**src/verilog/l2cache_pkg.sv**
```systemverilog
package l2cache_pkg;

    ////////////////////
    // Cache geometry
    ////////////////////

    localparam int way_count  = 4;
    localparam int set_count  = 16;
    localparam int line_bytes = 16;

    // Field widths
    localparam int addr_width   = 16;
    localparam int tag_width    = 8;
    localparam int index_width  = 4;
    localparam int offset_width = 2;
    localparam int word_width   = 32;
    localparam int word_bytes   = word_width / 8;
    localparam int line_width   = line_bytes * 8;

    // Address split: tag | index | word offset | byte
    localparam int offset_lsb = 2;
    localparam int index_lsb  = offset_lsb + offset_width;
    localparam int tag_lsb    = index_lsb + index_width;

    ////////////////////
    // Types
    ////////////////////

    typedef logic [addr_width-1:0]   addr_t;
    typedef logic [tag_width-1:0]    tag_t;
    typedef logic [index_width-1:0]  index_t;
    typedef logic [offset_width-1:0] offset_t;
    typedef logic [word_width-1:0]   word_t;
    typedef logic [word_bytes-1:0]   strb_t;
    typedef logic [line_width-1:0]   line_t;
    typedef logic [way_count-1:0]    way_mask_t;

    // Request FSM
    typedef enum logic [1:0] {
        st_idle,
        st_compare,
        st_refill,
        st_respond
    } ctrl_state_t;

endpackage

```
**src/verilog/l2cache_plru.sv**
```systemverilog
module l2cache_plru (
    input  logic                   clk,
    input  logic                   reset,
    input  l2cache_pkg::index_t    index,
    input  logic                   touch,
    input  l2cache_pkg::way_mask_t touch_way,
    input  l2cache_pkg::way_mask_t valid_ways,
    output l2cache_pkg::way_mask_t victim_way
);

    import l2cache_pkg::*;

    // Bit 0 picks the half, bit 1 ways 0/1, bit 2 ways 2/3
    logic [way_count-2:0] tree [set_count];
    logic [way_count-2:0] cur;
    way_mask_t            tree_way;

    assign cur = tree[index];

    always_comb begin
        tree_way = '0;
        if (!cur[0]) begin
            tree_way[{1'b0, cur[1]}] = 1'b1;
        end else begin
            tree_way[{1'b1, cur[2]}] = 1'b1;
        end

        // Empty ways first, lowest one wins
        victim_way = tree_way;
        for (int w = way_count - 1; w >= 0; w--) begin
            if (!valid_ways[w]) begin
                victim_way = way_mask_t'(1 << w);
            end
        end
    end

    // Point the tree away from the touched way
    always_ff @(posedge clk) begin
        if (reset) begin
            for (int s = 0; s < set_count; s++) begin
                tree[s] <= '0;
            end
        end else if (touch) begin
            if (touch_way[0] || touch_way[1]) begin
                tree[index][0] <= 1'b1;
                tree[index][1] <= touch_way[0];
            end else begin
                tree[index][0] <= 1'b0;
                tree[index][2] <= touch_way[2];
            end
        end
    end

endmodule

```
**config.mk**
```make
export PLATFORM = sky130hd
export DESIGN_NAME = l2cache_plru
export DESIGN_NICKNAME = d
export VERILOG_FILES = /design/src/verilog/l2cache_pkg.sv /design/src/verilog/l2cache_plru.sv
export SDC_FILE = /design/constraint.sdc
export NUM_CORES = 1
export LEC_CHECK = 0
export BUFFER_PORTS_ARGS = -buffer_cell sky130_fd_sc_hd__buf_2
export CORE_MARGIN = 2
export CORE_UTILIZATION = 45
export DETAILED_ROUTE_END_ITERATION = 10
export REMOVE_ABC_BUFFERS = 1
export SYNTH_ARGS = -nofsm -noshare
export SYNTH_HDL_FRONTEND = slang
export SYNTH_SLANG_ARGS = --single-unit
```
**constraint.sdc**
```tcl
create_clock -name clk -period 1.9 [get_ports clk]
set_input_delay 0.19 -clock clk [delete_from_list [all_inputs] [get_ports clk]]
set_output_delay 0.19 -clock clk [all_outputs]
set_load 0.01 [all_outputs]
```
* Yosys cells after proc, flatten, opt, wreduce, memory -nomap -nowiden
Memory sizes are Yosys's and may differ from the RTL's.
Cells that the tools add are included.
** Word-level totals
- Bits in registers :: 0
- Bits in writable memories :: 48
- Input bits :: 15
- Output and inout bits :: 4
- Logic and storage cells :: 33
- Memories :: 1
** Memory list
- tree :: depth 16, width 3, read ports 1, clocked after Yosys merged registers in 0, write ports 16, RTL line l2cache_plru.sv:14 : logic [way_count-2:0] tree [set_count];
** Operators by class
- $lt $le $gt $ge :: 4
- Mux-type cells :: 23
- Bitwise operators :: 1
- Reduce and logical (&&, ||, !) cells :: 4
** Operator list (number)
- 2-to-1 mux 4 bit :: 6
- 2-to-1 mux 1 bit :: 13
- 2-to-1 mux 3 bit :: 2
- < comparator 1 x 3 -> 1 bit, second input constant :: 1
- < comparator 2 x 3 -> 1 bit, second input constant :: 1
- OR reduction 3 bit :: 1
- demux 1 bit (select 1 bit) :: 2
- greater-or-equal comparator 2 x 1 -> 1 bit, second input constant :: 1
- logical AND 1 bit :: 2
- greater-or-equal comparator 1 bit, second input constant :: 1
- logical OR 1 bit :: 1
- OR 1 bit :: 1

* Logic depth before layout (Yosys ltp)
An unclocked memory read counts as a cell.
- Depth in word-level cells :: 10
- Mapped depth :: 7
- Depth with buffers taken out :: 5

* Worst setup path after synthesis
OpenSTA, ideal clock, no wires.
- Kind :: input -> output
- From :: input port index[2]
- To :: output port victim_way[2]
- Data arrival time :: 1.633 ns
- Data required time :: 1.710 ns
- Setup slack :: 0.077 ns
- Stages :: 6
- Path buffers :: 1
- Cell sequence :: buf_6 > mux4_1 > mux2i_1 > mux2i_1 > or3b_1 > a21oi_1
** On the way
- Longest elaborated chain between the ends :: 10
- Elaborated cells between the ends (all ways) :: 11
- Those cells by class :: order compare (2); mux (7); reduce/logical (1); memory (1)
** Ends and longest elaborated chain
- from (decl) :: RTL line l2cache_plru.sv:4 : input l2cache_pkg::index_t index,
- memory (16 x 3 bit) (*)
- < comparator 2 x 3 -> 1 bit (implied by the code) or greater-or-equal comparator 2 x 1 -> 1 bit (tied branches) :: RTL line l2cache_plru.sv:25 : tree_way[{1'b1, cur[2]}] = 1'b1;
- logical AND 1 bit (implied by the code) :: RTL line l2cache_plru.sv:25
- 2-to-1 mux 1 bit (implied by the code) :: RTL line l2cache_plru.sv:25
- demux 1 bit (select 1 bit) :: RTL line l2cache_plru.sv:25
- 2-to-1 mux 4 bit (*) :: RTL line l2cache_plru.sv:22 : if (!cur[0]) begin
- 2-to-1 mux 4 bit (*) (4 in series) :: RTL line l2cache_plru.sv:31 : if (!valid_ways[w]) begin
- to (decl) :: RTL line l2cache_plru.sv:8 : output l2cache_pkg::way_mask_t victim_way
Mark *: on every way between the ends. The rest lies on a longest branch, timed or not.

* Final worst setup path
- From :: memory tree[8][2] (netlist bit)
- To :: output port victim_way[2]
** On the way
- Longest elaborated chain between the ends :: 10
- Elaborated cells between the ends (all ways) :: 11
- Those cells by class :: order compare (2); mux (7); reduce/logical (1); memory (1)
** Ends and longest elaborated chain (RTL line)
- from (decl) :: l2cache_plru.sv:14
- memory (16 x 3 bit) (*)
- < comparator 2 x 3 -> 1 bit (implied by the code) or greater-or-equal comparator 2 x 1 -> 1 bit (tied branches) :: l2cache_plru.sv:25
- logical AND 1 bit (implied by the code) :: l2cache_plru.sv:25
- 2-to-1 mux 1 bit (implied by the code) :: l2cache_plru.sv:25
- demux 1 bit (select 1 bit) (*) :: l2cache_plru.sv:25
- 2-to-1 mux 4 bit (*) :: l2cache_plru.sv:22
- 2-to-1 mux 4 bit (*) (4 in series) :: l2cache_plru.sv:31
Marked as above.

==> qor.yml <==
die:
  coreArea_sq_um: 5850
  die_x_um: 81.3
  rows: 28
  initial_core_util: 0.460
  die_h_um: 81.3
  pin_count: 19
  die_area_sq_um: 6610
placed_design:
  dp_hpwl_mm: 4.99
  placed_cell_area_sq_um: 3010
  post-place-cells: 345
  io_buffers: 17
  finalWeightedCongestion: 0.859
  pre_cts_slack_ps: -185
sta:
  worstMarginPinSlew_ps: 666
  min_period_over_period: 1.23
  rsz0062_at_grt: "yes"
  relSlewSlack: 0.556
  worst_slack_ps: -442
  hold_viol_final: 0
  clock.fmax_ghz: 0.427
  setup_viol: 4
  maxSlewViolCount: 0
  fin_crit_ps: 2340
cts:
  path_clk_slew_ps: 90
  cts_setup_buffers: 0
  clock-root-buffer: "clkbuf_8"
  htree_levels: 2
  clock-sinks: 48
  cts_tree: "done"
  cts_buffer_depth: 2
  cts_buffers: 5
logic_synthesis:
  yosysMostFrequentCell: "edfxtp_1"
  yosys-top-cells-area: "edfxtp_1 54%, nor2_1 6.3%, mux4_1 5.9%"
  synth_edf_count: 48
  synth_area_per_cell_sq_um: 11.2
  synthCells: 241
  yosys_register_bits: 48
  synth_seq_area_share: 0.536
  netlist_top_cells_count: "48 x edfxtp_1, 45 x nor2_1, 19 x nand2_1"
  netlist_area_sq_um: 2690
  ys_warn_count: 0
  synth_top_area_frac: 0.536
  async_reset_ff_frac: 0
  synth_top_area_cell: "edfxtp_1"
  synth.lib_cells_used.distinct: 29
  synthFlopType: "edfxtp_1"
worst_setup_path:
  slowest_delay_ps: 490
  arrival_ps: 2150
  cp_num_buf_inv: 1
  path_max_fanout: 2
  crit_path_cell_trace: "mux4_2, mux2i_2, mux2i_1, or3b_1, a21oi_2, buf_2"
  end_kind: "primary output"
  critPathTopFamily: "multiplexers"
  cp.required_ps: 1710
  critPathKind: "flip-flop to primary output"
  critical_path.slowest_cell: "mux4_2"
  start_kind: "flip-flop"
routing:
  first_pass_iters: 4
  drc: 0
  drtAntennaViolNets: 0
  drt_iter0_drc: 121
  viasPerCell: 5.56
  dr_total_vias: 1962
  wl_mm: 6.77
  detail_route.wl_per_cell_um: 19.2
status:
  status: "finished with violations"
  violations: "negative setup slack"
hold_path:
  hp-class: "primary input to flip-flop"
pwr:
  combPwrFrac: 0.138
  power_frac_seq: 0.543
  p_sw_uw: 541
  total_power_uw: 2300
  switching_share: 0.236
  power_frac_clock: 0.319
  p_leak_uw: 0.00123
  peakVddDrop_mv: 0.519
  power.density_nw_per_um2: 735
  p_int_uw: 1760
final_layout:
  fin_cells: 353
  final_core_util: 0.534
  stdcell_area_sq_um: 3120
  largest_reg_flops: 48
  antenna_cells: 0
  top_regs: "tree: 48 flops"
  finalNetCount: 292
  syn2layout_area_growth_pct: 16.2
  fill_cells: 518
  regMostFlops: "tree"
  drive_above_1_share: 0.284
global_route:
  gr-total-overflow: 0
  grt_max_degree: 36
  first_global_vias: 1894
  grt_pass1_wl_mm: 10.4
  track_usage: 0.222
  antenna_found_initial: 0
flow_run:
  maxCapViolations: 0
kinds of logic after synthesis:
logic type | count (synthesis) | synth area share
AOI/OAI and AO/OA | 31 | 0.0852
buffers and inverters | 21 | 0.0340
and+or+nand+nor | 126 | 0.225
muxes | 15 | 0.120
DFF | 48 | 0.536
cells in the final DEF, fill, tap and decap left out, drive strengths merged, types with 3 or more instances in the layout:
| master | instances |
|---|---|
| edfxtp | 48 |
| buf | 46 |
| nor2 | 45 |
| nand2 | 19 |
| or2 | 18 |
| a21o | 14 |
| mux4 | 12 |
| nand3 | 11 |
| nand2b | 10 |
| nor3 | 10 |
| o21bai | 9 |
| nor2b | 5 |
| clkbuf | 5 |
| inv | 4 |
| mux2i | 3 |
path summary, 6_finish.rpt:
check	from	to	slack, ps	cells after the start
max	tree[8][2]	victim_way[2]	-440	6
min	touch_way[1]	tree[14][0]	410	4
power by group through the flow:
stage	clock network, uW	logic [uW]	registers [uW]
5_1_grt	773	344	1250
3_5_place_dp	0	311	1270
4_1_cts	743	315	1250
6_report	733	318	1250
3_3_place_gp	0	305	1270
2_1_floorplan	0	165	1250
what timing repair did:
| item | 4_1_cts | 5_1_grt |
|---|---|---|
| hold buffers | 0 | 0 |
| setup endpoints to repair | 4 | 4 |
| pin swaps | 0 | 1 |
| resized for setup | 1 | 3 |
worst min-delay path, cell delays in order:
cell    delay (ps)
buf_2           80
nor2_1          40
buf_4          170
nor2_1         120
area by class of cell:
| class | instances | area, sq um | area share |
|---|---|---|---|
| Clock buffer | 5 | 68.8 | 0.0220 |
| Clock inverter | 3 | 37.5 | 0.0120 |
| Multi-Input combinational cell | 172 | 1160 | 0.373 |
| Tap cell | 75 | 93.8 | 0.0300 |
| Inverter | 4 | 15.0 | 0.00481 |
| Sequential cell | 48 | 1440 | 0.461 |
| Timing Repair Buffer | 46 | 303 | 0.0969 |
metrics by stage:
stage / TNS [ps] / hold WS, ps
final: -1390 / 410
after detailed placement: -452 / 663
after CTS: -1460 / 410
after global placement: -421 / 653
after floorplan: 0 / 377
after global routing: -1790 / 427
routing by layer:
layer	global-route usage	vias up	share of wire
li1	-	947	-
met1	0.306	949	0.44
met4	0.0576	0	0.018
met5	0	-	0
met2	0.369	56	0.50
met3	0.0300	10	0.039
No activity file was read; power rests on OpenSTA's default activity.
