`src/verilog/l2cache_pkg.sv`:
```
package l2cache_pkg;

    ////////////////////
    // Cache geometry
    ////////////////////

    localparam int way_count  = 4;
    localparam int set_count  = 16;
    localparam int line_bytes = 16;

    // Field widths
    localparam int addr_width   = 16;
    localparam int tag_width    = 8;
    localparam int index_width  = 4;
    localparam int offset_width = 2;
    localparam int word_width   = 32;
    localparam int word_bytes   = word_width / 8;
    localparam int line_width   = line_bytes * 8;

    // Address split: tag | index | word offset | byte
    localparam int offset_lsb = 2;
    localparam int index_lsb  = offset_lsb + offset_width;
    localparam int tag_lsb    = index_lsb + index_width;

    ////////////////////
    // Types
    ////////////////////

    typedef logic [addr_width-1:0]   addr_t;
    typedef logic [tag_width-1:0]    tag_t;
    typedef logic [index_width-1:0]  index_t;
    typedef logic [offset_width-1:0] offset_t;
    typedef logic [word_width-1:0]   word_t;
    typedef logic [word_bytes-1:0]   strb_t;
    typedef logic [line_width-1:0]   line_t;
    typedef logic [way_count-1:0]    way_mask_t;

    // Request FSM
    typedef enum logic [1:0] {
        st_idle,
        st_compare,
        st_refill,
        st_respond
    } ctrl_state_t;

endpackage

```
`src/verilog/bram_bytewrite.sv`:
```
module bram_bytewrite #(
    parameter int data_width = 128,
    parameter int addr_width = 4
) (
    input  logic                    clk,
    input  logic                    reset,

    input  logic [addr_width-1:0]   waddr,
    input  logic [data_width-1:0]   din,
    input  logic [data_width/8-1:0] we,

    input  logic [addr_width-1:0]   raddr,
    output logic [data_width-1:0]   dout
);

    logic [data_width-1:0] mem [2**addr_width];

    // Byte lanes written independently
    always_ff @(posedge clk) begin
        for (int b = 0; b < data_width / 8; b++) begin
            if (we[b]) begin
                mem[waddr][b*8 +: 8] <= din[b*8 +: 8];
            end
        end
    end

    // One cycle read latency, old data on a same-address write
    always_ff @(posedge clk) begin
        dout <= mem[raddr];
    end

    addr_known: assert property (
        @(posedge clk) disable iff (reset)
        !$isunknown(raddr) && (!(|we) || !$isunknown(waddr))
    );

endmodule

```
`src/verilog/l2cache_tag.sv`:
```
module l2cache_tag (
    input  logic                   clk,
    input  logic                   reset,

    // Lookup, result one cycle after the index
    input  l2cache_pkg::index_t    lookup_index,
    input  l2cache_pkg::tag_t      lookup_tag,
    output logic                   hit,
    output l2cache_pkg::way_mask_t hit_way,
    output l2cache_pkg::way_mask_t valid_ways,

    // Fill on refill
    input  logic                   fill_we,
    input  l2cache_pkg::way_mask_t fill_way,
    input  l2cache_pkg::index_t    fill_index,
    input  l2cache_pkg::tag_t      fill_tag
);

    import l2cache_pkg::*;

    logic [way_count*tag_width-1:0] tags_out;
    way_mask_t                      tag_we;
    way_mask_t                      valid [set_count];
    way_mask_t                      valid_q;

    ////////////////////
    // Tag storage
    ////////////////////

    // One tag byte per way, the fill way picks the lane
    assign tag_we = fill_we ? fill_way : '0;

    bram_bytewrite #(
        .data_width(way_count * tag_width),
        .addr_width(index_width)
    ) tag_ram_i (
        .clk  (clk),
        .reset(reset),

        .waddr(fill_index),
        .din  ({way_count{fill_tag}}),
        .we   (tag_we),

        .raddr(lookup_index),
        .dout (tags_out)
    );

    // Valid flags
    always_ff @(posedge clk) begin
        if (reset) begin
            for (int s = 0; s < set_count; s++) begin
                valid[s] <= '0;
            end
        end else if (fill_we) begin
            valid[fill_index] <= valid[fill_index] | fill_way;
        end
    end

    // Registered to line up with the tag RAM output
    always_ff @(posedge clk) begin
        if (reset) begin
            valid_q <= '0;
        end else begin
            valid_q <= valid[lookup_index];
        end
    end

    ////////////////////
    // Compare
    ////////////////////

    always_comb begin
        for (int w = 0; w < way_count; w++) begin
            hit_way[w] = valid_q[w] && (tags_out[w*tag_width +: tag_width] == lookup_tag);
        end
    end

    assign hit        = |hit_way;
    assign valid_ways = valid_q;

    // A fill never lands on a way whose tag already matches
    hit_way_onehot: assert property (
        @(posedge clk) disable iff (reset)
        $onehot0(hit_way)
    );

endmodule

```
`config.mk`:
```
export PLATFORM = sky130hd
export DESIGN_NAME = l2cache_tag
export DESIGN_NICKNAME = d
export VERILOG_FILES = /design/src/verilog/l2cache_pkg.sv /design/src/verilog/bram_bytewrite.sv /design/src/verilog/l2cache_tag.sv
export SDC_FILE = /design/constraint.sdc
export NUM_CORES = 1
export LEC_CHECK = 0
export BUFFER_PORTS_ARGS = -buffer_cell sky130_fd_sc_hd__buf_4
export CAP_MARGIN = 40
export CORE_UTILIZATION = 63
export CTS_BUF_LIST = sky130_fd_sc_hd__clkbuf_8
export DETAILED_ROUTE_END_ITERATION = 16
export PLACE_DENSITY_LB_ADDON = 0.1
export RECOVER_POWER = 50
export SETUP_SLACK_MARGIN = 0.3
export SYNTH_ARGS = -nofsm -noshare
export SYNTH_HDL_FRONTEND = slang
export SYNTH_SLANG_ARGS = --single-unit
export TNS_END_PERCENT = 1
```
`constraint.sdc`:
```
create_clock -name clk -period 3.4 [get_ports clk]
set_input_delay 1.02 -clock clk [delete_from_list [all_inputs] [get_ports clk]]
set_output_delay 1.02 -clock clk [all_outputs]
set_load 0.005 [all_outputs]
```
# [Word-level counts from Yosys, hierarchy flattened]
# Memory sizes are Yosys's and may differ from the RTL's. A register that Yosys moved wholly into a read port is not among the register bits.
# Cells that the tools add are included.
[word_totals] reg_bits=0 latchBits=0 ramBits=576 romBits=0 in_bits=31 output_inout_bits=9 word_cells=30 memories=2
[classes] n_addsub=0 mul=0 n_div=0 n_lt_le_gt_ge=0 n_eq_ne=4 n_shift=0 muxes=17 n_bitwise=1 n_reduce_logical=6
[memory_table] name="tag_ram_i.mem" depth=16 word_bits=32 rd=1 rd_clocked_by_memory_dff=1 write_ports=1 line_no="bram_bytewrite.sv:16" rtl="logic [data_width-1:0] mem [2**addr_width];"
[memory_table] name="valid" depth=16 word_bits=4 rd=2 rd_clocked_by_memory_dff=1 write_ports=16 line_no="l2cache_tag.sv:23" rtl="way_mask_t valid [set_count];"
[ops] operator="8-bit equality test" n=4
[ops] operator="1-bit two-way mux" n=14
[ops] operator="4-bit two-way mux" n=3
[ops] operator="4-bit OR reduction" n=2
[ops] operator="1-bit logical AND" n=4
[ops] operator="4-bit OR" n=1

# [Longest topological paths before layout]
[logic_depth] ltp_word=5 mapped_depth=8 mapped_depth_nobuf=4

# [By module]
# From an unflattened synthesis, not the netlist that was laid out.
[unflattened] hier_cells=1214 hier_area_um2=24260.8
[by_module_without_submodules] mod="bram_bytewrite" n_inst=1 cells_per_inst=905 area_per_inst_um2=20244.4 seq_area_each_um2=16015.4
[by_module_without_submodules] mod="l2cache_tag" n_inst=1 cells_per_inst=309 area_per_inst_um2=4016.4 seq_area_each_um2=2001.9

# [Least setup slack after synthesis]
# Ideal clock, no wire load.
[synth_path] path_kind="input -> output" startpoint="in lookup_tag[1]" endpoint="out hit" arrival_ps=1977 required_ps=2380 path_slack_ps=403 cell_stages=5 n_path_buf=1 path_cell_list="clkbuf_1 xnor2_1 nand4_1 nor3_1 or4_1"
[synth_via] elab_chain_cells=3 elab_cells_between_ends=9 cone_classes="4 x eq/ne; 5 x reduce/logical"
[synth_lines] element="from (decl)" line_no="l2cache_tag.sv:7" rtl="input l2cache_pkg::tag_t lookup_tag,"
[synth_lines] element="8-bit equality test" line_no="l2cache_tag.sv:74" rtl="hit_way[w] = valid_q[w] && (tags_out[w*tag_width +: tag_width] == lookup_tag);"
[synth_lines] element="1-bit logical AND" line_no="l2cache_tag.sv:74"
[synth_lines] element="via hit_way[2]" line_no="l2cache_tag.sv:9" rtl="output l2cache_pkg::way_mask_t hit_way,"
[synth_lines] element="4-bit OR reduction" line_no="l2cache_tag.sv:78" rtl="assign hit = |hit_way;"
[synth_lines] element="to (decl)" line_no="l2cache_tag.sv:8" rtl="output logic hit,"
# The timed path passes the listed nets, and every way through them passes these cells.

# [Worst setup path in the final report]
[layout_path] startpoint="in lookup_tag[5]" endpoint="out hit"
[layout_via] elab_chain_cells=3 elab_cells_between_ends=9 cone_classes="4 x eq/ne; 5 x reduce/logical"
[layout_lines] element="8-bit equality test" line_no="l2cache_tag.sv:74"
[layout_lines] element="1-bit logical AND" line_no="l2cache_tag.sv:74"
[layout_lines] element="4-bit OR reduction (*)" line_no="l2cache_tag.sv:78"
# Every way passes the cells marked *; elsewhere a longest branch is shown, timed or not.

==> results summary <==
The flow ran to the end, and the final reports show no timing, DRC or antenna violations. After clock tree synthesis, the flow added hold-fix buffers numbering 0. After synthesis the netlist holds a flip-flop and latch count of 612. The critical path depth is 6. The critical path contains buffers and inverters numbering 2 combined. Once detail routing completed, the nets flagged for antenna violations numbered 0. The largest net degree at the start of global routing is 65. Setup violations remaining at the end of the flow were counted as 0.

The synthesized-area fraction occupied by ao, oa, aoi and oai cells came out at 0.6777%. The maximum frequency from static timing analysis is 320.0 MHz. The number of fillers in the final layout is 2214.

The register-to-register setup slack is 1280 ps. The share of layout cells above drive strength 1 is 32.78%. The portion of synthesized area spent on multiplexers is 18.40%. Cells fill 73.23% of the core in the end. The proportion of power drawn by flip-flops and latches came out at 54.9%. The detailed router's first-iteration violation count came out at 1164. The die outline width came out at 197.9 µm. Per report_power, the clock group accounts for 38.8% of the total. Compared with the post-synthesis result, the final layout area differs by 14.32%. Internal power comes to 12.06 mW.

The global router's overall resource usage came out at 28.60%. The nature of the critical path startpoint is an input pin. Tracing the worst setup path back leads to its startpoint at lookup_tag[5]. In this run the clock root is driven by a clkbuf_8. In this run, the combinational gates consume 6.2% of the power. The total CTS buffers came out at 94. Of all cell types, the one taking the most synthesized area is edfxtp_1. At the pin with the least slew margin, the transition time is 1495 ps.

The sequential share of the synthesized area is 74.50%. Max-cap violations in this run came to 0. In this run the critical register-to-register path is captured at valid[12][1]$_SDFFCE_PN0P_.

Counting I/O delays and the setup requirement, the final critical path takes 3125 ps. Across the whole layout, storage elements account for 18020 µm². In this run the tool buffered the top-level ports with 39 buffer cells.

The final worst-path cycle share is 91.92%. For the worst setup path, the data arrival time is 2110 ps. The max-slew headroom at the worst pin is 0.3333%. The clock insertion delay at the later pin of the skew report came out at 660 ps. The sum of internal, switching and leakage power came out at 15.45 mW. The global-route congestion overflow total is 0.

The worst-case IR drop observed on VDD is 313.3 µV. Dividing the synthesized area by the synthesized cell count gives 21.01 µm². The vias after detailed routing came out at 12120. For the worst setup path, the data required time is 2380 ps. The total DRC errors in the routed layout is 0. The multi-input logic area is 5929 µm². The final-layout setup total negative slack is 0 ps. The final number of max-transition violations came to 0. Along the worst path, the maximum fanout reaches 4. The switching part of the total power is 21.93%.

The cell area after synthesis is 24180 µm². TritonCTS built the clock tree. The die covers 39180 µm². The number of nets produced by synthesis is 1182. The count of warnings emitted by yosys came out at 0. Summing the areas of all xor and xnor instances in the mapped netlist gives 1.159% of the synthesized area. The die outline height came out at 197.9 µm. The clock-pin transition on the worst setup and hold timing paths came out at 50 ps.

In the final routed layout, each cell accounts on average for 27.92 µm. The total leakage power came out at 9.198 nW. The global-route wire length before repair is 78700 µm. Traced cell by cell, the critical path runs through buf_8 > xnor2_2 > nand4_1 > nor3_2 > or4_4 > buf_6. The half-perimeter wire length after detailed placement is 33130 µm. For this design, the slowest cell found on the critical path is or4_4. The critical path is of the input pin to output pin type. The post-synthesis share of cell area spent on full adders, half adders and majority gates is 0%. The initial antenna violation count is 0. The area of the placeable core came out at 37760 µm². The row count is 71. In this run the critical register-to-register path is launched from valid[12][1]$_SDFFCE_PN0P_.

After synthesis, the largest family of logic cells by area is multiplexers. The routed wire length came out at 53270 µm. The delay contributed by the slowest stage of the critical path is 510 ps. The final setup skew came out at 30.85 ps. The starting density of the core came out at 64.06%.

The number of diodes added for antenna fixing came out at 0. The synthesized netlist contains 29 unique library cells. On the critical path the largest part of the delay comes from simple AND/OR/NAND/NOR gates. The class of the tightest hold or removal check is input pin to flip-flop. After the last flow step, the layout net total stands at 1351.

The number of instances in the synthesized netlist came out at 1151. Setup repair after global routing could not meet its margin everywhere. The number of placed I/O pins is 40. Sorting the synthesized cells by area gives the leading types as edfxtp_1 (72%), mux4_2 (17%), dfxtp_1 (3.0%).

The fraction of the mapped netlist area in simple logic gates is 3.984%. The cell count of the worst reg-to-reg path is 4. The switching power of the nets came out at 3.390 mW. The H-tree generated during clock tree synthesis spans 3 levels.

The hold violation total from the final report is 0. Counting along the longest clock path gives a buffer depth of 3. The number of global-route vias before repair is 12380.

For this run, the detailed router's first-pass iteration total came to 5. The worst setup path is captured at an output pin. The last weighted congestion value of the routability-driven placer is 0.8620. The power density over the cells came out at 559.0 nW/µm². The tightest hold margin is 749.3 ps. In this run the worst setup path terminates at hit. The number of sinks driven by the clock tree is 612. The share of the synthesized area in the top cell type came out at 71.52%. The detailed-route vias per instance came out at 6.353.
## layer usage
metal / wire length [µm] / GRT usage [%] / up-vias
met1: 21710 / 41.79 / 6329
met3: 4608 / 4.923 / 70
met5: 0 / 0 / -
li1: - / - / 5077
met4: 1029 / 9.331 / 0
met2: 25920 / 44.81 / 645
## synthesized netlist by cell type
| cell | number |
|---|---|
| nor4_4 | 1 |
| a22o_1 | 1 |
| and3_1 | 1 |
| edfxtp_1 | 576 |
| dfxtp_1 | 36 |
| buf_1 | 5 |
| a2111oi_4 | 3 |
| o22ai_1 | 8 |
| mux2_2 | 3 |
| nand4_1 | 11 |
| or2_2 | 1 |
| nor3_1 | 4 |
| clkbuf_1 | 43 |
| or3b_2 | 2 |
| mux2i_1 | 16 |
| nand2_1 | 17 |
| or4_1 | 1 |
| buf_4 | 3 |
| mux4_2 | 182 |
| nand3b_1 | 2 |
| xnor2_1 | 32 |
| nand2b_1 | 18 |
| nand3_1 | 19 |
| mux4_1 | 6 |
| buf_6 | 1 |
| buf_2 | 19 |
| a211oi_1 | 3 |
| nor2_1 | 131 |
| nor2b_1 | 6 |
## sequential cells by signal, indices dropped and copies added, names as in the netlist
register	count
valid_ways	4
tag_ram_i.dout	32
tag_ram_i.mem	512
valid	64
## cell usage in the layout, fill, tap and decap left out, drive strengths merged
cell / instances
edfxtp: 576
mux4: 188
nor2: 131
clkbuf: 130
buf: 123
dfxtp: 36
xnor2: 32
inv: 29
clkinv: 29
nand3: 19
nand2b: 18
nand2: 17
mux2i: 16
nand4: 11
o22ai: 8
nor2b: 6
bufinv: 4
nor3: 4
a211oi: 3
mux2: 3
a2111oi: 3
nand3b: 2
or3b: 2
clkinvlp: 2
or4: 1
and3: 1
a22o: 1
nor4: 1
or2: 1
## logic make-up (layout without fill, tap and decap cells)
kind of cell	after synthesis	count (layout)
AOI/OAI and AO/OA	15	15
muxes	207	207
and+or+nand+nor	214	214
DFF	612	612
xor gates and xnor gates	32	32
buffers and inverters	71	317
## repair_timing
| item | CTS | global route |
|---|---|---|
| pin swaps | 8 | 4 |
| setup buffers | 1 | 1 |
| hold endpoints to repair | 0 | 0 |
| endpoints found under the setup margin | 1 | 1 |
| resized for setup | 19 | 2 |
## power groups by stage
| stage | sequential [mW] | combinational, mW | clock [mW] |
|---|---|---|---|
| final | 8.49 | 0.965 | 6.00 |
| after global routing | 8.49 | 1.02 | 6.39 |
| after CTS | 8.48 | 0.974 | 6.08 |
| after detailed placement | 8.63 | 0.958 | 0 |
| after global placement | 8.62 | 0.942 | 0 |
| after floorplan | 8.59 | 0.580 | 0 |
## layout make-up
type,instances,area share [%]
multi-input combinational,468,21.45
clock buffer,109,5.426
clock inverter,64,1.403
sequential,612,65.17
tap,511,2.313
timing repair buffer,144,4.245
## worst min path at each step
stage / start / end / slack [ps] / cells after the start
finish: fill_way[2] / valid[8][2]$_SDFFCE_PN0P_ / 750 / 3
CTS: fill_way[2] / valid[8][2]$_SDFFCE_PN0P_ / 710 / 3
floorplan: valid[4][0]$_SDFFCE_PN0P_ / valid_ways[0]$_SDFF_PP0_ / 700 / 3
global route: fill_way[2] / valid[13][2]$_SDFFCE_PN0P_ / 730 / 3
detailed placement: valid[7][2]$_SDFFCE_PN0P_ / valid_ways[2]$_SDFF_PP0_ / 780 / 3
global placement: valid[4][3]$_SDFFCE_PN0P_ / valid_ways[3]$_SDFF_PP0_ / 750 / 3
## through the flow
stage | cell area [µm²] | setup slack, ps | std cells
CTS | 27700 | 300.9 | 1907
finish | 27650 | 274.9 | 1908
global route | 27650 | 250.0 | 1908
detailed placement | 25700 | 227.1 | 1733
floorplan | 24180 | 402.9 | 1151
global placement | 25700 | 270.2 | 1733
## worst register-to-register path: cells and delay by family, from the launching register on
| kind | cells | cell delay [ps] |
|---|---|---|
| mux | 2 | 800 |
| flops | 1 | 420 |
| compound gates | 1 | 540 |
| simple gates | 1 | 100 |
Note: power is estimated with default switching activity, not from simulation.
