**config.mk**
```make
export PLATFORM = sky130hd
export DESIGN_NAME = l2cache_ctrl
export DESIGN_NICKNAME = d
export VERILOG_FILES = /design/src/verilog/l2cache_pkg.sv /design/src/verilog/l2cache_ctrl.sv
export SDC_FILE = /design/constraint.sdc
export NUM_CORES = 1
export LEC_CHECK = 0
export BUFFER_PORTS_ARGS = -buffer_cell sky130_fd_sc_hd__clkbuf_2
export CORE_AREA = 2 2 416 418
export DETAILED_ROUTE_END_ITERATION = 8
export DIE_AREA = 0 0 418 420
export GPL_TIMING_DRIVEN = 0
export SYNTH_ARGS = -nofsm -noshare
export SYNTH_HDL_FRONTEND = slang
export SYNTH_SLANG_ARGS = --single-unit
```
**constraint.sdc**
```tcl
create_clock -name clk -period 4.25 [get_ports clk]
set_clock_uncertainty 0.05 [all_clocks]
set_input_delay 0.425 -clock clk [delete_from_list [all_inputs] [get_ports clk]]
set_output_delay 0.425 -clock clk [all_outputs]
set_load 0.01 [all_outputs]
```
**src/verilog/l2cache_pkg.sv**
```systemverilog
package l2cache_pkg;

    ////////////////////
    // Cache geometry
    ////////////////////

    localparam int way_count  = 4;
    localparam int set_count  = 16;
    localparam int line_bytes = 16;

    // Field widths
    localparam int addr_width   = 16;
    localparam int tag_width    = 8;
    localparam int index_width  = 4;
    localparam int offset_width = 2;
    localparam int word_width   = 32;
    localparam int word_bytes   = word_width / 8;
    localparam int line_width   = line_bytes * 8;

    // Address split: tag | index | word offset | byte
    localparam int offset_lsb = 2;
    localparam int index_lsb  = offset_lsb + offset_width;
    localparam int tag_lsb    = index_lsb + index_width;

    ////////////////////
    // Types
    ////////////////////

    typedef logic [addr_width-1:0]   addr_t;
    typedef logic [tag_width-1:0]    tag_t;
    typedef logic [index_width-1:0]  index_t;
    typedef logic [offset_width-1:0] offset_t;
    typedef logic [word_width-1:0]   word_t;
    typedef logic [word_bytes-1:0]   strb_t;
    typedef logic [line_width-1:0]   line_t;
    typedef logic [way_count-1:0]    way_mask_t;

    // Request FSM
    typedef enum logic [1:0] {
        st_idle,
        st_compare,
        st_refill,
        st_respond
    } ctrl_state_t;

endpackage

```
**src/verilog/l2cache_ctrl.sv**
```systemverilog
module l2cache_ctrl (
    input  logic                   clk,
    input  logic                   reset,

    // Upstream request and response
    input  logic                   req_valid,
    input  logic                   req_write,
    input  l2cache_pkg::addr_t     req_addr,
    input  l2cache_pkg::word_t     req_wdata,
    input  l2cache_pkg::strb_t     req_strb,
    output logic                   resp_valid,
    output l2cache_pkg::line_t     resp_rdata,
    output logic                   resp_hit,

    // Memory
    output logic                   mem_rd,
    output logic                   mem_wr,
    output l2cache_pkg::addr_t     mem_addr,
    output l2cache_pkg::word_t     mem_wdata,
    output l2cache_pkg::strb_t     mem_wstrb,
    input  logic                   mem_rvalid,
    input  l2cache_pkg::line_t     mem_rdata,

    // Arrays
    output l2cache_pkg::index_t    array_index,
    output l2cache_pkg::tag_t      lookup_tag,
    input  logic                   hit,
    input  l2cache_pkg::way_mask_t hit_way,
    input  l2cache_pkg::line_t [l2cache_pkg::way_count-1:0] lines_out,
    input  l2cache_pkg::way_mask_t victim_way,
    output l2cache_pkg::way_mask_t data_way_we,
    output logic                   data_replace,
    output l2cache_pkg::offset_t   data_word_offset,
    output l2cache_pkg::strb_t     data_byte_sel,
    output l2cache_pkg::word_t     data_din_word,
    output l2cache_pkg::line_t     data_din_line,
    output logic                   tag_fill_we,
    output l2cache_pkg::way_mask_t tag_fill_way,
    output logic                   plru_touch,
    output l2cache_pkg::way_mask_t plru_way
);

    import l2cache_pkg::*;

    ctrl_state_t state;
    ctrl_state_t state_next;
    logic        write_q;
    addr_t       addr_q;
    word_t       wdata_q;
    strb_t       strb_q;
    line_t       resp_line_q;
    logic        resp_hit_q;
    logic        mem_rd_q;
    line_t       hit_line;
    logic        refill_done;
    logic        write_hit;

    ////////////////////
    // FSM
    ////////////////////

    always_comb begin
        state_next = state;
        case (state)
            st_idle:    if (req_valid) state_next = st_compare;
            st_compare: state_next = (write_q || hit) ? st_respond : st_refill;
            st_refill:  if (mem_rvalid) state_next = st_respond;
            st_respond: state_next = st_idle;
            default:    state_next = st_idle;
        endcase
    end

    always_ff @(posedge clk) begin
        if (reset) begin
            state    <= st_idle;
            mem_rd_q <= 1'b0;
        end else begin
            state    <= state_next;
            // Read miss fetch goes out the cycle after the compare
            mem_rd_q <= (state == st_compare) && !write_q && !hit;
        end
    end

    // Request held until the response
    always_ff @(posedge clk) begin
        if (state == st_idle && req_valid) begin
            write_q <= req_write;
            addr_q  <= req_addr;
            wdata_q <= req_wdata;
            strb_q  <= req_strb;
        end
    end

    // One-hot way select of the read lines
    always_comb begin
        hit_line = '0;
        for (int w = 0; w < way_count; w++) begin
            if (hit_way[w]) begin
                hit_line = hit_line | lines_out[w];
            end
        end
    end

    always_ff @(posedge clk) begin
        if (state == st_compare) begin
            resp_line_q <= hit_line;
            resp_hit_q  <= hit;
        end else if (refill_done) begin
            resp_line_q <= mem_rdata;
        end
    end

    ////////////////////
    // Outputs
    ////////////////////

    assign refill_done = (state == st_refill) && mem_rvalid;
    assign write_hit   = (state == st_compare) && write_q && hit;

    // Arrays read straight from the request in the accept cycle
    assign array_index = (state == st_idle) ? req_addr[index_lsb +: index_width]
                                            : addr_q[index_lsb +: index_width];
    assign lookup_tag  = addr_q[tag_lsb +: tag_width];

    // Write-through on every store, hit or miss
    assign mem_wr    = (state == st_compare) && write_q;
    assign mem_rd    = mem_rd_q;
    assign mem_addr  = write_q ? (addr_q & ~addr_t'(word_bytes - 1))
                               : (addr_q & ~addr_t'(line_bytes - 1));
    assign mem_wdata = wdata_q;
    assign mem_wstrb = strb_q;

    assign data_way_we      = write_hit ? hit_way : (refill_done ? victim_way : '0);
    assign data_replace     = (state == st_refill);
    assign data_word_offset = addr_q[offset_lsb +: offset_width];
    assign data_byte_sel    = strb_q;
    assign data_din_word    = wdata_q;
    assign data_din_line    = mem_rdata;

    assign tag_fill_we  = refill_done;
    assign tag_fill_way = victim_way;

    assign plru_touch = ((state == st_compare) && hit) || refill_done;
    assign plru_way   = refill_done ? victim_way : hit_way;

    assign resp_valid = (state == st_respond);
    assign resp_rdata = resp_line_q;
    assign resp_hit   = resp_hit_q;

    // Requester waits for the response
    req_only_idle: assert property (
        @(posedge clk) disable iff (reset)
        req_valid |-> state == st_idle
    );

    // Memory answers only an outstanding fetch
    rvalid_in_refill: assert property (
        @(posedge clk) disable iff (reset)
        mem_rvalid |-> state == st_refill
    );

endmodule

```
# Word level (Yosys, flattened, before mapping)

Cells that the tools add are included.

Bits in registers: 185
Logic and storage cells: 45
Output and inout port bits: 377

Equal/unequal tests: 5
Muxes and demuxes: 15
Bitwise gates (word level): 3
Reductions and logical operators: 14

Operators by type and width:

| kind               | count |
|---|---|
| $mux 128           | 6 |
| $or 128x128->128   | 3 |
| $mux 4             | 5 |
| $pmux 2 s4         | 1 |
| $logic_and 1x1->1  | 7 |
| $eq 2x2->1 const B | 2 |
| $mux 2             | 2 |
| $ne 2x2->1 const B | 2 |
| $eq 2x1->1 const B | 1 |
| $logic_not 1->1    | 2 |
| $logic_not 2->1    | 1 |
| $logic_or 1x1->1   | 2 |
| $reduce_and 2->1   | 1 |
| $reduce_bool 2->1  | 1 |
| $mux 1             | 1 |

# Longest topological paths before layout

Gate-level depths: netlist (run 1).

Depth in word-level cells: 8
Gate-level depth with buffers: 7
Depth with buffers taken out: 6

# Worst setup path after synthesis (run 1)

Ideal clock, no wire load.

Kind: register to register
Start point: register state[1]
End point: register resp_line_q[0] (netlist: resp_rdata[0]) (enable)
Path slack: -0.349 ns
Arrival time: 4.039 ns
Data required time: 3.690 ns
Path buffers: 2
Library setup time: 0.510 ns
Stages on the path, launching flop included: 6
Cells stage by stage: dfxtp_1 -> inv_1 -> ha_1 -> buf_4 -> buf_2 -> nand2b_1

Longest elaborated chain between the ends: 3

Ends and longest elaborated chain:

| item                          | line                | RTL |
|---|---|---|
| start: declaration            | l2cache_ctrl.sv:45  | `ctrl_state_t state;` |
| start signal: assignment      | l2cache_ctrl.sv:75  | `state <= st_idle;` |
| start signal: assignment      | l2cache_ctrl.sv:78  | `state <= state_next;` |
| $eq 2x2->1                    | l2cache_ctrl.sv:117 | `assign refill_done = (state == st_refill) && mem_rvalid;` |
| $logic_and 1x1->1             | l2cache_ctrl.sv:117 |  |
| $reduce_bool 2->1 (no line) * | --                  |  |
| end signal: assignment        | l2cache_ctrl.sv:106 | `resp_line_q <= hit_line;` |
| end signal: assignment        | l2cache_ctrl.sv:109 | `resp_line_q <= mem_rdata;` |
| end: declaration              | l2cache_ctrl.sv:51  | `line_t resp_line_q;` |

Mark *: on every way between the ends. The rest lies on a longest branch, timed or not.
A chain may end at the register's enable or synchronous reset.

# Final worst setup path (run 1)

Start point: register state[0]
End point: output port data_way_we[1]

Longest elaborated chain between the ends: 4

Ends and longest elaborated chain:

| item                                        | line                                     | RTL |
|---|---|---|
| $eq 2x2->1 or $eq 2x1->1 (tied branches)    | l2cache_ctrl.sv:117, l2cache_ctrl.sv:118 |  |
| $logic_and 1x1->1, on equally long branches | l2cache_ctrl.sv:117, l2cache_ctrl.sv:118 |  |
| $mux 4 or $logic_and 1x1->1 (tied branches) | l2cache_ctrl.sv:133, l2cache_ctrl.sv:118 |  |
| $mux 4 *                                    | l2cache_ctrl.sv:133                      | `assign data_way_we = write_hit ? hit_way : (refill_done ? victim_way : '0);` |
| end: declaration                            | l2cache_ctrl.sv:31                       | `output l2cache_pkg::way_mask_t data_way_we,` |

Marks and branches as above.

==> flow_metrics.py, run 1 <==
metrics = {
    "die": {
        "die_w_um": 418,
        "die_height_um": 420,
        "num_io_pins": 1083,
        "die_area_um2": 175600,
        "coreArea_um2": 171000,
        "row_count": 152,
        "initial_core_util_pct": 6.285,
    },
    "detailed_routing": {
        "drt-wirelength-per-cell_um": 34.91,
        "drc": 0,
        "first_pass_iters": 6,
        "via_per_inst": 3.433,
        "postRouteAntennaNets": 0,
        "drt_iter0_drc": 1874,
        "num_vias": 15260,
        "wl_um": 155200,
    },
    "synth": {
        "synth_compound_area_share_pct": 25.82,
        "synth-simple-area-share_pct": 5.764,
        "synth_adder_area_share_pct": 0.4658,
        "syn_area_um2": 10750,
        "syn_area_per_cell_um2": 10.62,
        "synth_xor_area_share_pct": 0,
        "yosysSeqAreaShare_pct": 50.86,
        "syn_inst": 1012,
        "ys_types": 23,
        "synthMuxAreaShare_pct": 0.5240,
        "synth_top_family_by_area": "compound AO/OA/AOI/OAI gates",
        "synth-seq-cells": 183,
        "yosysWarningCount": 0,
    },
    "global_routing": {
        "grt_pass1_vias": 13860,
        "grt_overflow": 0,
        "grt_pass1_wl_um": 181500,
        "antenna_found_initial": 112,
        "grt_use_total_pct": 16.91,
        "grt_max_degree": 43,
    },
    "worst_setup_path": {
        "crit_type": "register to output port",
        "crit_fanout": 7,
        "start_kind": "register",
        "r2r_slack_ns": 1.13,
        "cpPeakStageDelay_ns": 0.51,
        "slowest_stage": "o21ai_0",
        "crit_path_end_kind": "output port",
        "path_cells": "inv_1 > ha_1 > nand2_1 > inv_1 > nand2_1 > o21ai_0 > clkbuf_2",
        "worstPathArrival_ns": 2.99,
        "cp_data_required_time_ns": 3.77,
    },
    "sta": {
        "finalWorstSetupSlack_ns": 0.7894,
        "whs_ns": 0.1741,
        "hold_viol_final": 0,
        "period_minus_slack_ns": 3.461,
        "setup-violations-final": 0,
        "fmax_mhz": 289.0,
        "grt_setup_unrepaired": "false",
        "finalMaxSlewViolations": 0,
        "totalNegativeSetupSlack_ns": 0,
        "maxSlewHeadroom_pct": 27.04,
        "worst_pin_slew_ns": 1.094,
        "fin_crit_sh_pct": 81.43,
    },
    "pwr": {
        "p_per_area_nw_per_um2": 501.7,
        "peakVddDrop_uv": 211.3,
        "total_power_mw": 10.13,
        "p_leak_nw": 9.151,
    },
    "finish": {
        "syn_to_final_growth_pct": 87.97,
        "layout_commonest_cell": "clkbuf_2",
        "final_cell_mix": "clkbuf_2 (1074), a22oi_1 (256), buf_4 (185), edfxtp_1 (180), nor2_1 (129)",
        "drive_gt1_share_pct": 62.50,
        "fill_cells": 19740,
        "fin_nets": 2873,
        "finalNonFillerCells": 4444,
        "postLayoutCellArea_um2": 20200,
        "final_util_pct": 11.81,
    },
    "placement": {
        "dp_cells": 4324,
        "preCtsSetupSlack_ns": 0.7593,
        "hpwl_um": 137800,
        "dpl_cell_area_um2": 19030,
        "port-buffer-count": 1074,
        "place_congestion": 0.9509,
    },
    "run_status": {
        "status": "finished, final reports clean",
    },
    "clock_tree": {
        "cts_buffer_depth": 2,
        "cts_buffers": 17,
        "clk_pin_slew_ns": 0.10,
        "post_cts_buffers": 0,
        "cts_tree": "built",
        "clk_latency_ns": 0.56,
        "cts_root_buffer": "clkbuf_16",
        "htree_levels": 4,
        "cts_num_sinks": 183,
    },
    "hold_path": {
        "hp-class": "input pin to register",
    },
    "flow_run": {
        "drv_cap": 0,
    },
}
metal layers:
metal / track usage, % / up-vias / share of wire (%)
met4: 5.819 / 82 / 3.1
li1: - / 6116 / -
met5: 0 / - / 0.34
met2: 26.45 / 1112 / 46
met1: 20.14 / 7724 / 39
met3: 8.031 / 222 / 12
synth_stat cells:
cell / count / area (um2)
conb_1: 1 / 3.750
ha_1: 4 / 50.05
a311oi_1: 1 / 8.760
and2_1: 4 / 25.02
a31oi_1: 128 / 800.8
nor4b_1: 1 / 8.760
dfxtp_1: 3 / 60.06
inv_1: 3 / 11.26
buf_4: 185 / 1389
clkbuf_1: 13 / 48.80
a21o_1: 1 / 7.510
and3_1: 1 / 6.260
a21oi_1: 2 / 10.01
buf_2: 61 / 305.3
edfxtp_1: 180 / 5405
buf_1: 6 / 22.52
nand2b_1: 3 / 18.77
nor2_1: 129 / 484.2
nand3_1: 1 / 5.000
nand2_1: 19 / 71.32
a22oi_1: 256 / 1922
o21ai_0: 5 / 25.02
mux2_2: 5 / 56.30
critical path, delay by kind of cell (launching register included):
family	cells	cell delay, ns
and+or+nand+nor	2	0.55
adders and majority gates	1	0.21
buffers and inverters	3	0.78
DFF	1	0.35
AOI/OAI and AO/OA	1	0.51
cell families (layout without fill, tap and decap cells):
group / Yosys count / in the layout
compound gates: 393 / 393
buf+inv: 268 / 1431
flops: 183 / 183
simple gates: 158 / 158
mux: 5 / 5
fa+ha+maj: 4 / 4
other cells: 1 / 37
layout make-up:
class	instances	area [um2]	share of cell area, %
sequential	183	5465	27.06
antenna	35	87.58	0.4336
clock buffer	18	429.2	2.125
inverter	3	11.26	0.05575
clock inverter	14	121.4	0.6009
tap	2233	2794	13.83
buffer	265	1765	8.741
timing repair buffer	1131	6008	29.75
multi-input combinational	562	3516	17.41
power breakdown:
group	internal, mW	switching [mW]	leakage (nW)
Clock	0.767	1.02	0.265
Combinational	1.49	3.63	7.18
Sequential	2.91	0.308	1.71
sequential cells by signal (all words and copies together) (netlist names):
name,count
resp_hit,1
data_din_word,32
state,2
resp_rdata,128
data_byte_sel,4
mem_rd,1
addr_q,14
write_q,1
timing repair:
item / CTS / global route
hold buffers: 53 / 0
endpoints found under the hold margin: 55 / 0
resized for setup: 0 / 0
final timing paths:
| check | cells past startpoint | to | startpoint |
|---|---|---|---|
| max | 7 | data_way_we[1] | state[0] |
| min | 3 | resp_rdata[8] | mem_rdata[8] |
| min reg2reg | 2 | state[0] | state[0] |
| max reg2reg | 6 | resp_rdata[77] | state[1] |
Power figures use the tool's default switching activity.
==> run 2: changes to the inputs <==
--- a/config.mk
+++ b/config.mk
@@ -5,10 +5,11 @@
 export SDC_FILE = /design/constraint.sdc
 export NUM_CORES = 1
 export LEC_CHECK = 0
+export ABC_AREA = 1
 export BUFFER_PORTS_ARGS = -buffer_cell sky130_fd_sc_hd__clkbuf_2
-export CORE_AREA = 2 2 416 418
+export CORE_AREA = 2 2 419 421
 export DETAILED_ROUTE_END_ITERATION = 8
-export DIE_AREA = 0 0 418 420
+export DIE_AREA = 0 0 421 423
 export GPL_TIMING_DRIVEN = 0
 export SYNTH_ARGS = -nofsm -noshare
 export SYNTH_HDL_FRONTEND = slang
==> constraint.sdc (replaced) <==
create_clock -name clk -period 3.6 [get_ports clk]
set_clock_uncertainty 0.05 [all_clocks]
set_input_delay 0.36 -clock clk [delete_from_list [all_inputs] [get_ports clk]]
set_output_delay 0.36 -clock clk [all_outputs]
set_load 0.01 [all_outputs]
==> run 2 against run 1 <==
  * Global-route usage down 0.80 points
  * Final area rose by 8.1%
  * Hold slack got worse by 0.084 ns
  * Setup slack worse by 0.31 ns
  * Power grew 28%
  * Flip-flop and latch count did not move
  * Area after synthesis grew 9.9%
  * Non-clock buffer count grew 41
  * First-iteration DRC count shrank 8.8%
==> flow_metrics.py, run 2 <==
metrics = {
    "finish": {
        "drive_gt1_share_pct": 49.69,
        "layout_commonest_cell": "clkbuf_2",
        "largest_reg_flops": 128,
        "final_cell_mix": "clkbuf_2 (1074), nand2_1 (927), buf_4 (187), edfxtp_1 (180), nand4_1 (128)",
        "syn_to_final_growth_pct": 85.01,
        "fin_nets": 3448,
    },
    "die": {
        "num_io_pins": 1083,
        "coreArea_um2": 173200,
        "die_area_um2": 178100,
        "die_w_um": 421,
        "die_height_um": 423,
        "row_count": 153,
        "initial_core_util_pct": 6.815,
    },
    "detailed_routing": {
        "postRouteAntennaNets": 0,
        "first_pass_iters": 5,
        "via_per_inst": 3.309,
        "drt_iter0_drc": 1709,
        "drc": 0,
        "wl_um": 148800,
        "drt-wirelength-per-cell_um": 29.24,
        "num_vias": 16840,
    },
    "clock_tree": {
        "htree_levels": 4,
        "cts_hold_buf": 99,
        "clk_pin_slew_ns": 0.12,
        "cts_tree": "built",
        "cts_root_buffer": "clkbuf_16",
        "post_cts_resized": 0,
        "post_cts_buffers": 0,
        "cts_num_sinks": 183,
        "cts_buffer_depth": 2,
        "clk_latency_ns": 0.56,
        "cts_buffers": 17,
    },
    "placement": {
        "preCtsSetupSlack_ns": 0.4114,
        "port-buffer-count": 1074,
        "place_congestion": 1.039,
        "hpwl_um": 132500,
    },
    "synth": {
        "syn_inst": 1543,
        "syn_area_um2": 11810,
        "yosysSeqAreaShare_pct": 46.29,
        "yosysWarningCount": 0,
        "synth_ff_type": "edfxtp_1",
        "synth_top_area_cell": "edfxtp_1",
        "syn_area_per_cell_um2": 7.652,
        "yosysMostFrequentCell": "nand2_1",
        "synth_edf_count": 180,
        "synth_top_area_share_pct": 45.78,
        "synthTopCellsByArea": "edfxtp_1 (46%), nand2_1 (30%), buf_4 (12%)",
        "yosys-top-cells-count": "nand2_1 (928), buf_4 (187), edfxtp_1 (180), nand4_1 (128), buf_2 (59)",
        "ys_async_sr_fraction_pct": 0,
        "synth-seq-cells": 183,
        "ys_types": 18,
    },
    "worst_setup_path": {
        "worstPathArrival_ns": 3.21,
        "crit_start": "state[1]",
        "cp_data_required_time_ns": 3.69,
        "crit_fanout": 73,
        "reg2reg_from": "state[1]",
        "crit_path_end_kind": "register",
        "start_kind": "register",
        "crit_type": "register to register",
    },
    "sta": {
        "grt_setup_unrepaired": "false",
        "period_minus_slack_ns": 3.118,
        "maxSlewHeadroom_pct": 39.63,
        "finalWorstSetupSlack_ns": 0.4819,
        "fin_crit_sh_pct": 86.61,
        "worst_pin_slew_ns": 0.9055,
        "fmax_mhz": 320.7,
        "hold_viol_final": 0,
        "setup-violations-final": 0,
        "finalMaxSlewViolations": 0,
    },
    "hold_path": {
        "hp-class": "input pin to register",
        "worstHoldStart": "mem_rdata[94]",
    },
    "pwr": {
        "p_leak_nw": 10.91,
        "p_per_area_nw_per_um2": 595.4,
        "peakVddDrop_uv": 425.6,
        "total_power_mw": 13.01,
    },
    "global_routing": {
        "grt_use_total_pct": 16.11,
        "antenna_found_initial": 61,
        "grt_overflow": 0,
        "grt_pass1_vias": 16230,
        "grt_max_degree": 74,
        "grt_pass1_wl_um": 181200,
    },
    "flow_run": {
        "drv_cap": 0,
    },
    "run_status": {
        "status": "finished, final reports clean",
    },
}
run 2: cell types whose count changed after synthesis, sizes merged, moves of 17 or more:
cell / delta
nand2: +909
a22oi: -256
a31oi: -128
nand4: +128
nor2: -125
inv: +17
run 2: cells by family (layout without fill, tap and decap cells):
family                   count (synthesis)  in the layout  share of synthesized area, %
other                                    1             15                       0.03176
AO/OA/AOI/OAI                           12             12                        0.6147
buffers and inverters                  282           1489                         16.17
AND/OR/NAND/NOR                       1061           1061                         36.47
adder cells (fa/ha/maj)                  4              4                        0.4239
flip-flops                             183            183                         46.29
run 2: final cells by class:
class,instances,area [um2]
timing repair buffer,1175,6414
clock inverter,15,236.5
buffer,262,1834
tap,2325,2909
antenna,13,32.53
sequential,183,5465
multi-input combinational,1079,4452
clock buffer,17,425.4
inverter,20,75.07
fill,20270,151400
run 2: worst paths after layout:
kind,to,slack [ns],depth (start not counted)
worst max-delay path,resp_rdata[73],0.48,6
worst min-delay path,resp_rdata[94],0.09,3
worst max register to register,resp_rdata[73],0.48,6
worst min register to register,state[1],0.47,2
run 2: layer usage:
metal / GRT usage [%] / vias to the layer above / wire [um]
li1: - / 7240 / -
met1: 19.04 / 8278 / 58240
met2: 27.02 / 1075 / 71710
met3: 5.905 / 198 / 13890
met4: 4.904 / 48 / 4612
met5: 0 / - / 329
run 2: worst max-delay path, stage by stage, from the launching register on:
cell      delay [ns]
dfxtp_1         0.39
inv_1           0.10
ha_1            0.32
inv_2           0.20
clkbuf_1        0.57
nand2_8         0.44
buf_16          0.35
run 2: stage by stage:
| stage | hold WS, ns | TNS (ns) | util (%) | std cells | area [um2] |
|---|---|---|---|---|---|
| floorplan | 0.3791 | 0 | - | 1544 | 11810 |
| detailed placement | 0.4595 | 0 | 11.64 | 4945 | 20160 |
| global placement | 0.4466 | -203.77 | 11.60 | 4943 | 20100 |
| global route | 0.02684 | 0 | 12.60 | 5081 | 21820 |
| CTS | 0.004317 | 0 | 12.59 | 5076 | 21810 |
| finish | 0.09026 | 0 | 12.61 | 5089 | 21840 |
run 2: where the power goes:
group / leakage [nW] / internal [mW] / switching, mW
sequential: 1.73 / 3.65 / 0.357
combinational: 8.87 / 1.88 / 4.78
clock: 0.321 / 1.00 / 1.34
total: 10.9 / 6.53 / 6.47
